**src/hdl/rv32e_reg_pkg.sv**
```systemverilog
// Shared widths, CSR encodings and reset values for the RV32E register state.
// Only the four machine CSRs used by the core are given slots here.
// Addresses outside the listed ones are treated by csr_file as ecall.

package rv32e_reg_pkg;

    // plain vector types
    typedef logic [31:0] word_t;
    typedef logic [31:0] inst_t;
    typedef logic [3:0]  gpr_idx_t;
    typedef logic [11:0] csr_addr_t;
    typedef logic [2:0]  funct3_t;

    // slots of the CSR array
    typedef enum logic [1:0] {
        CSR_MSTATUS = 2'd0,
        CSR_MTVEC   = 2'd1,
        CSR_MEPC    = 2'd2,
        CSR_MCAUSE  = 2'd3
    } csr_idx_e;

    // number of general-purpose registers in RV32E
    localparam int GPR_NUM = 16;

    // CSR address field values, bits 31:20 of the instruction
    // ecall and mret share the SYSTEM opcode, so they appear here too
    localparam csr_addr_t ADDR_ECALL   = 12'h000;
    localparam csr_addr_t ADDR_MSTATUS = 12'h300;
    localparam csr_addr_t ADDR_MRET    = 12'h302;
    localparam csr_addr_t ADDR_MTVEC   = 12'h305;
    localparam csr_addr_t ADDR_MEPC    = 12'h341;
    localparam csr_addr_t ADDR_MCAUSE  = 12'h342;

    // funct3 of SYSTEM instructions
    localparam funct3_t F3_PRIV  = 3'b000;
    localparam funct3_t F3_CSRRW = 3'b001;
    localparam funct3_t F3_CSRRS = 3'b010;

    // MPP = machine mode after reset
    localparam word_t MSTATUS_RST = 32'h0000_1800;
    // environment call from M-mode
    localparam word_t MCAUSE_RST  = 32'h0000_000b;

endpackage

```
**src/hdl/gpr_file.sv**
```systemverilog
// RV32E general-purpose register file, sixteen 32-bit words.
// Two combinational read ports and one write port on the rising edge.
// x0 is cleared on reset and never written, so it always reads zero.
// A read in the cycle of a write returns the old value (no bypass).

module gpr_file (
    input  logic                    clk,
    input  logic                    rst,
    input  rv32e_reg_pkg::gpr_idx_t rs1,
    input  rv32e_reg_pkg::gpr_idx_t rs2,
    input  rv32e_reg_pkg::gpr_idx_t rd,
    input  logic                    reg_wr,
    input  rv32e_reg_pkg::word_t    wb_data,
    output rv32e_reg_pkg::word_t    rs1_data,
    output rv32e_reg_pkg::word_t    rs2_data
);

    import rv32e_reg_pkg::*;

    word_t regs [GPR_NUM];

    logic wr_en;

    // writes to x0 are dropped
    assign wr_en = reg_wr && (rd != '0);

    always_ff @(posedge clk) begin
        if (rst) begin
            for (int i = 0; i < GPR_NUM; i++) begin
                regs[i] <= '0;
            end
        end else if (wr_en) begin
            regs[rd] <= wb_data;
        end
    end

    // read ports, current state only
    assign rs1_data = regs[rs1];
    assign rs2_data = regs[rs2];

endmodule

```
**src/hdl/csr_file.sv**
```systemverilog
// Machine CSR store: mstatus, mtvec, mepc and mcause.
// The address field picks separate read and write slots, so ecall can read
// mtvec while storing into mepc. Unknown addresses behave like ecall.
// Reads are combinational; a write lands on the rising edge with csr_wr.

module csr_file (
    input  logic                     clk,
    input  logic                     rst,
    input  rv32e_reg_pkg::csr_addr_t csr_addr,
    input  logic                     csr_wr,
    input  rv32e_reg_pkg::word_t     csr_wdata,
    output rv32e_reg_pkg::word_t     csr_rdata
);

    import rv32e_reg_pkg::*;

    word_t csr_q [4];

    csr_idx_e rd_idx;
    csr_idx_e wr_idx;

    // address field to read and write slots
    always_comb begin
        case (csr_addr)
            ADDR_ECALL: begin
                // trap entry: fetch handler, save pc
                rd_idx = CSR_MTVEC;
                wr_idx = CSR_MEPC;
            end
            ADDR_MTVEC: begin
                rd_idx = CSR_MTVEC;
                wr_idx = CSR_MTVEC;
            end
            ADDR_MSTATUS: begin
                rd_idx = CSR_MSTATUS;
                wr_idx = CSR_MSTATUS;
            end
            ADDR_MCAUSE: begin
                rd_idx = CSR_MCAUSE;
                wr_idx = CSR_MCAUSE;
            end
            ADDR_MEPC: begin
                rd_idx = CSR_MEPC;
                wr_idx = CSR_MEPC;
            end
            ADDR_MRET: begin
                // return address comes from mepc
                rd_idx = CSR_MEPC;
                wr_idx = CSR_MEPC;
            end
            default: begin
                rd_idx = CSR_MTVEC;
                wr_idx = CSR_MEPC;
            end
        endcase
    end

    always_ff @(posedge clk) begin
        if (rst) begin
            csr_q[CSR_MSTATUS] <= MSTATUS_RST;
            csr_q[CSR_MTVEC]   <= '0;
            csr_q[CSR_MEPC]    <= '0;
            csr_q[CSR_MCAUSE]  <= MCAUSE_RST;
        end else if (csr_wr) begin
            csr_q[wr_idx] <= csr_wdata;
        end
    end

    // read slot, pre-edge value
    assign csr_rdata = csr_q[rd_idx];

endmodule

```
**src/hdl/csr_update.sv**
```systemverilog
// New CSR value for a SYSTEM instruction, chosen by funct3.
// ecall stores pc, csrrw stores rs1, csrrs stores rs1 OR the old CSR value.
// CSR immediate forms are not supported and fall back to pc.

module csr_update (
    input  rv32e_reg_pkg::funct3_t funct3,
    input  rv32e_reg_pkg::word_t   pc,
    input  rv32e_reg_pkg::word_t   rs1_data,
    input  rv32e_reg_pkg::word_t   csr_rdata,
    output rv32e_reg_pkg::word_t   csr_wdata
);

    import rv32e_reg_pkg::*;

    always_comb begin
        case (funct3)
            // ecall and mret
            F3_PRIV: begin
                csr_wdata = pc;
            end
            F3_CSRRW: begin
                csr_wdata = rs1_data;
            end
            // set bits, old value from the read slot
            F3_CSRRS: begin
                csr_wdata = rs1_data | csr_rdata;
            end
            default: begin
                csr_wdata = pc;
            end
        endcase
    end

endmodule

```
**src/hdl/rv32e_reg_top.sv**
```systemverilog
// Decode-stage register state of the RV32E core: GPRs plus four machine CSRs.
// All reads are combinational on the current instruction word.
// Write enables are plain levels; no handshake and no back-pressure.
// rd uses instruction bits 10:7 only, as RV32E has sixteen registers.

module rv32e_reg_top (
    input  logic                 clk,
    input  logic                 rst,
    input  rv32e_reg_pkg::inst_t inst,
    input  rv32e_reg_pkg::word_t pc,
    input  logic                 reg_wr,
    input  rv32e_reg_pkg::word_t wb_data,
    input  logic                 csr_wr,
    output rv32e_reg_pkg::word_t rs1_data,
    output rv32e_reg_pkg::word_t rs2_data,
    output rv32e_reg_pkg::word_t csr_rdata
);

    import rv32e_reg_pkg::*;

    gpr_idx_t  rs1;
    gpr_idx_t  rs2;
    gpr_idx_t  rd;
    csr_addr_t csr_addr;
    funct3_t   funct3;
    word_t     csr_wdata;

    // instruction fields
    assign rs1      = inst[18:15];
    assign rs2      = inst[23:20];
    assign rd       = inst[10:7];
    assign csr_addr = inst[31:20];
    assign funct3   = inst[14:12];

    gpr_file gpr0 (
        .clk      (clk),
        .rst      (rst),
        .rs1      (rs1),
        .rs2      (rs2),
        .rd       (rd),
        .reg_wr   (reg_wr),
        .wb_data  (wb_data),
        .rs1_data (rs1_data),
        .rs2_data (rs2_data)
    );

    csr_file csr0 (
        .clk       (clk),
        .rst       (rst),
        .csr_addr  (csr_addr),
        .csr_wr    (csr_wr),
        .csr_wdata (csr_wdata),
        .csr_rdata (csr_rdata)
    );

    // write data from the pre-edge reads of both stores
    csr_update upd0 (
        .funct3    (funct3),
        .pc        (pc),
        .rs1_data  (rs1_data),
        .csr_rdata (csr_rdata),
        .csr_wdata (csr_wdata)
    );

endmodule

```
**config.mk**
```make
export PLATFORM = sky130hd
export DESIGN_NAME = rv32e_reg_top
export DESIGN_NICKNAME = d
export VERILOG_FILES = /design/src/hdl/rv32e_reg_pkg.sv /design/src/hdl/gpr_file.sv /design/src/hdl/csr_file.sv /design/src/hdl/csr_update.sv /design/src/hdl/rv32e_reg_top.sv
export SDC_FILE = /design/constraint.sdc
export NUM_CORES = 1
export LEC_CHECK = 0
export BUFFER_PORTS_ARGS = -buffer_cell sky130_fd_sc_hd__buf_2
export CAP_MARGIN = 10
export CORE_MARGIN = 2
export CORE_UTILIZATION = 56
export DETAILED_ROUTE_END_ITERATION = 12
export GPL_TIMING_DRIVEN = 0
export PLACE_DENSITY = 0.78
export SKIP_LAST_GASP = 1
export SYNTH_ARGS = -nofsm -noshare
export SYNTH_HDL_FRONTEND = slang
export SYNTH_SLANG_ARGS = --single-unit
```
**constraint.sdc**
```tcl
create_clock -name clk -period 2.7 [get_ports clk]
set_input_delay 0.27 -clock clk [delete_from_list [all_inputs] [get_ports clk]]
set_output_delay 0.27 -clock clk [all_outputs]
set_load 0.01 [all_outputs]
```
==> results of run 1 <==
==> worst max-delay path: cells and delay by family <==
| kind | cells | cell delay, ns |
|---|---|---|
| buf+inv | 4 | 1.66 |
| compound gates | 2 | 0.41 |
| simple gates | 1 | 0.16 |
==> per-layer routing <==
| metal | vias up | global-route usage |
|---|---|---|
| li1 | 10300 | - |
| met5 | - | 0 |
| met2 | 2243 | 0.586 |
| met1 | 12600 | 0.468 |
| met4 | 0 | 0.181 |
| met3 | 505 | 0.135 |
==> final cells by class <==
type	instances	area share
Sequential cell	640	0.491
Inverter	2	0.000192
Clock inverter	33	0.00575
Multi-Input combinational cell	1691	0.370
Antenna cell	8	0.000511
Buffer	232	0.0298
Timing Repair Buffer	212	0.0321
Clock buffer	88	0.0464
Tap cell	782	0.0250
==> logic make-up after synthesis <==
kind of cell    count (synthesis)  synth area share
other cells                     1          0.000109
xor+xnor                        2          0.000508
flops                         640             0.557
buf+inv                       236            0.0295
simple gates                  762             0.127
mux                           474             0.200
compound gates                421            0.0859
==> per-stage QoR <==
| step | setup TNS (ns) | utilization | hold slack [ns] | total power [mW] | setup slack, ns |
|---|---|---|---|---|---|
| 3_3_place_gp | -270.62 | 0.602 | 0.602 | 15.0 | -1.10 |
| 5_1_grt | -0.0571 | 0.646 | 0.0166 | 24.5 | -0.0164 |
| 3_5_place_dp | -218.74 | 0.603 | 0.608 | 15.1 | -1.21 |
| 2_1_floorplan | 0 | - | 0.468 | 13.8 | 0.122 |
| 4_1_cts | -0.475 | 0.644 | 0.00680 | 23.8 | -0.0626 |
| 6_report | -0.673 | 0.647 | -0.00479 | 24.1 | -0.0983 |
==> state kept, by name (all words and copies together) (netlist names) <==
name,flops
gpr0.regs,512
csr0.csr_q,128
==> worst paths after layout <==
path                            slack [ns]         startpoint  cells past startpoint                end
worst max-delay path                  -0.1           inst[16]                      7       rs1_data[19]
worst min-delay path                -0.005         wb_data[8]                      2   gpr0.regs[11][8]
worst max register to register        0.50   gpr0.regs[1][11]                      5  csr0.csr_q[1][11]
worst min register to register        0.76  csr0.csr_q[0][12]                      3  csr0.csr_q[0][12]
==> what timing repair did <==
action	in CTS	in global routing
setup endpoints to repair	180	126
gates resized for setup	77	42
hold endpoints to repair	115	0
setup buffers	2	1
pin swaps	2	2
hold buffers	26	0
==> cells in the final DEF, fill, tap and decap left out, types with 28 or more instances in the layout <==
cell	netlist	final
clkbuf_16	0	70
a22o_1	91	91
o21ai_0	33	33
a31oi_1	29	28
nand2_1	104	104
or3_1	31	31
mux4_2	159	159
buf_4	12	34
conb_1	1	32
mux2_2	122	122
and2_1	481	481
edfxtp_1	640	640
mux2i_1	193	193
clkbuf_1	147	140
o22ai_1	29	29
nor2_1	52	51
buf_2	61	214
o31ai_1	58	52
a21oi_1	129	129
==> power groups by stage <==
stage / clock network [mW] / registers (mW) / logic (mW)
floorplan: 0 / 11.9 / 1.91
global placement: 0 / 11.9 / 3.06
detailed placement: 0 / 12.0 / 3.11
CTS: 8.85 / 11.8 / 3.19
global route: 9.23 / 11.9 / 3.41
finish: 8.97 / 11.8 / 3.33
==> flow_summary.toml, run 1 <==
[status]
outcome = "finished with violations"
violations = "negative hold slack, negative setup slack"

[cts]
path_clk_slew_ns = 0.06
numClockSinks = 640
cts_buffer_depth = 3
cts_buffers = 69
cts_root_buf = "clkbuf_16"
h-tree-depth = 3
insertion_delay_ns = 0.64
cts_tree = "done"

[synthesis]
synth_edf_count = 640
yosys_warnings = 0
synth_top_area_share = 0.557
postSynthCellCount = 2536
async_flop_share = 0
yosysSeqAreaShare = 0.557
ys_types = 55
ys_ff_latch = 640
yosys.area.top_type = "edfxtp_1"
ys.flop_type = "edfxtp_1"
synth_area_mm2 = 0.0345
ys_top_cells_by_area = "edfxtp_1 56%, mux4_2 10%, and2_1 8.7%"
syn_area_per_cell_um2 = 13.6
synth.most_common_cell = "edfxtp_1"
ys_top_cells_by_count = "640 x edfxtp_1, 481 x and2_1, 193 x mux2i_1, 159 x mux4_2, 147 x clkbuf_1"

[grt]
grt.total_usage = 0.375
grt_pass1_wl_um = 169000
antenna_found_initial = 5
grt_pass1_vias = 25400
grt_max_degree = 33
grt_overflow = 0

[timing]
clock_skew_ns = 0.0351
slew_headroom = 0.110
worst_pin_slew_ns = 1.34
rsz0062_at_grt = "true"
finalWorstSetupSlack_ns = -0.0983
period_share = 1.04
maxSlewViolCount = 0
hold_viol_final = 3
setup_viol = 17
fin_crit_ns = 2.80
clock.fmax_ghz = 0.357
hold_ws_ns = -0.00479

[cells_and_area]
seqCellArea_mm2 = 0.0192
fin_nets = 2948
final_cell_area_mm2 = 0.0392
stdcell_count = 3688
fill_cells = 4464
multi_input_area_mm2 = 0.0145
layout-drive-gt1-share = 0.254
syn2layout_area_growth_pct = 13.6

[min_path]
hold_class = "input port to register"

[placement]
io_buffers = 179
place_area_mm2 = 0.0365
dp_hpwl_um = 81700
placed_cells = 3529
place_congestion = 0.993

[route]
wl_met2_um = 54100
route.met3.wl_um = 18400
drc_errors = 0
wl_per_cell_um = 32.5
vias = 25600
topRoutingLayerUsed = "met4"
wl_um = 120000
firstDrtPassIters = 8
drt-vias-per-instance = 6.95
drt_iter0_drc = 3809
antenna_left = 0
wl_met1_um = 40200

[worst_setup_path]
crit_top_cell = "buf_2"
cp-start-kind = "input port"
slowest_delay_ns = 0.65
crit_required_ns = 2.43
cp_cell_sequence = "buf_2, nor2b_1, clkbuf_1, clkbuf_2, a22o_1, o31ai_1, buf_2"
crit_slowest_cell = "clkbuf_1"
crit_fanout = 10
endpoint_kind = "output port"
critPathKind = "input port to output port"
crit_arrival_ns = 2.53

[floorplan]
start_util = 0.569
rows = 90
fp.dieW_um = 252
dieArea_mm2 = 0.0636
io_pins = 196
dieHeight_um = 252
core_mm2 = 0.0606

[power]
p_switching_mw = 6.35
pwr-share-comb = 0.138
p_int_mw = 17.8
p_clk_frac = 0.372
power.static_leakage_nw = 14.4
power_density_mw_per_mm2 = 616
seq_power_share = 0.490
switching_share = 0.263
peakVddDrop_uv = 688

[flow_run]
drv_cap = 0
Note: power is estimated with default switching activity, not from simulation.
==> run 2, diff against run 1 <==
--- a/config.mk
+++ b/config.mk
@@ -5,7 +5,7 @@
 export SDC_FILE = /design/constraint.sdc
 export NUM_CORES = 1
 export LEC_CHECK = 0
-export BUFFER_PORTS_ARGS = -buffer_cell sky130_fd_sc_hd__buf_2
+export BUFFER_PORTS_ARGS = -buffer_cell sky130_fd_sc_hd__clkbuf_2
 export CAP_MARGIN = 10
 export CORE_MARGIN = 2
 export CORE_UTILIZATION = 56
@@ -16,3 +16,4 @@
 export SYNTH_ARGS = -nofsm -noshare
 export SYNTH_HDL_FRONTEND = slang
 export SYNTH_SLANG_ARGS = --single-unit
+export TNS_END_PERCENT = 20
==> run 2 against run 1 <==
  * Hold slack improved by 0.017 ns
  * The run ends with negative setup slack left
  * Power increased by 0.78%
  * Critical path depth unchanged
  * Worst setup slack got worse by 0.21 ns
  * Die area unchanged
  * Design area unchanged
  * Largest power group unchanged
  * Clock-buffer cell count decreased by 1
  * Via count decreased by 0.64%
  * Maximum frequency decreased by 6.9%
  * First-iteration DRC count decreased by 3.3%
  * Global-route usage increased by 0.22 points
==> flow_summary.toml, run 2 (synthesis results as in run 1) <==
[power]
finalPower_mw = 24.3
power_density_mw_per_mm2 = 620
peakVddDrop_uv = 525
power.static_leakage_nw = 14.5

[cells_and_area]
syn2layout_area_growth_pct = 13.6
fin_nets = 2950
post-route-util = 0.647
final_cell_area_mm2 = 0.0392
layout-drive-gt1-share = 0.254
layout_commonest_cell = "edfxtp_1"
largest-register = "gpr0.regs"
reg.largest.list = "gpr0.regs (512), csr0.csr_q (128)"
stdcell_count = 3687
largest_register_ffs = 512
final_cell_mix = "640 x edfxtp_1, 481 x and2_1, 204 x clkbuf_2"

[timing]
rsz0062_at_grt = "true"
worst_pin_slew_ns = 1.37
clock.fmax_ghz = 0.333
slew_headroom = 0.0861
setup_viol = 59
period_share = 1.11
fin_crit_ns = 3.00
final.setup.tns_ns = -4.87
maxSlewViolCount = 0
clock_skew_ns = 0.0237
hold_ws_ns = 0.0120
finalWorstSetupSlack_ns = -0.304
hold_viol_final = 0

[grt]
grt_pass1_vias = 25200
grt_pass1_wl_um = 170000
grt.total_usage = 0.378
grt_overflow = 0
antenna_found_initial = 6
grt_max_degree = 33

[floorplan]
dieHeight_um = 252
start_util = 0.569
fp.dieW_um = 252
rows = 90
io_pins = 196
dieArea_mm2 = 0.0636
core_mm2 = 0.0606

[cts]
cts_tree = "done"
numClockSinks = 640
h-tree-depth = 3
path_clk_slew_ns = 0.06
cts_root_buf = "clkbuf_16"
cts_buffer_depth = 3
insertion_delay_ns = 0.63
cts_buffers = 69

[route]
wl_per_cell_um = 32.7
drt_iter0_drc = 3685
antenna_left = 0
vias = 25500
drc_errors = 0
firstDrtPassIters = 6
drt-vias-per-instance = 6.91
wl_um = 121000

[worst_setup_path]
cp_cell_sequence = "buf_2, nor2b_1, clkbuf_1, clkbuf_1, a22o_1, o31ai_1, clkbuf_2"
crit_buf_inv = 4
slowest_delay_ns = 0.72
cp-start-kind = "input port"
crit_family = "buffers and inverters"
crit_slowest_cell = "clkbuf_1"
crit_fanout = 10
critPathKind = "input port to output port"
crit_required_ns = 2.43
crit_top_cell = "clkbuf_1"
crit_arrival_ns = 2.73
endpoint_kind = "output port"

[min_path]
hold_class = "input port to register"

[placement]
io_buffers = 179
place_ws_ns = -1.27
place_congestion = 0.972
dp_hpwl_um = 81700
place_area_mm2 = 0.0365
placed_cells = 3529

[status]
outcome = "finished with violations"
violations = "negative setup slack"

[flow_run]
drv_cap = 0
run 2: final cells by class:
cell class,count,area (um2)
diodes,2,5.00
plain buffers,234,1140
clock buffers,87,1840
clock inverters,37,273
fillers,4449,21400
inverters,2,7.51
multi-input cells,1691,14500
flip-flops and latches,640,19200
well taps,782,978
repair buffers,212,1260
run 2: worst paths after layout:
kind / startpoint / to / slack [ns] / cells past startpoint
worst max-delay path: inst[16] / rs1_data[13] / -0.30 / 7
worst max register to register: gpr0.regs[4][12] / csr0.csr_q[1][12] / 0.51 / 5
worst min register to register: csr0.csr_q[0][11] / csr0.csr_q[0][11] / 0.76 / 3
worst min-delay path: wb_data[18] / gpr0.regs[13][18] / 0.01 / 2
run 2: timing repair:
action	CTS	global route
setup endpoints to repair	186	185
buffers inserted	0	3
hold buffers	25	0
pin swaps	0	1
gates resized for setup	69	37
endpoints found under the hold margin	102	0
run 2: per-layer routing:
metal / GRT usage / wire (um) / up-vias
met1: 0.465 / 40700 / 12500
met2: 0.580 / 54600 / 2178
li1: - / - / 10300
met3: 0.147 / 18400 / 450
met5: 0 / 124 / -
met4: 0.198 / 6700 / 10
run 2: report_power, final:
group	switching [mW]	internal [mW]	leakage (nW)	total [mW]
clock network	4.05	5.11	1.03	9.17
registers	0.286	11.5	6.22	11.8
logic	2.06	1.26	7.23	3.32
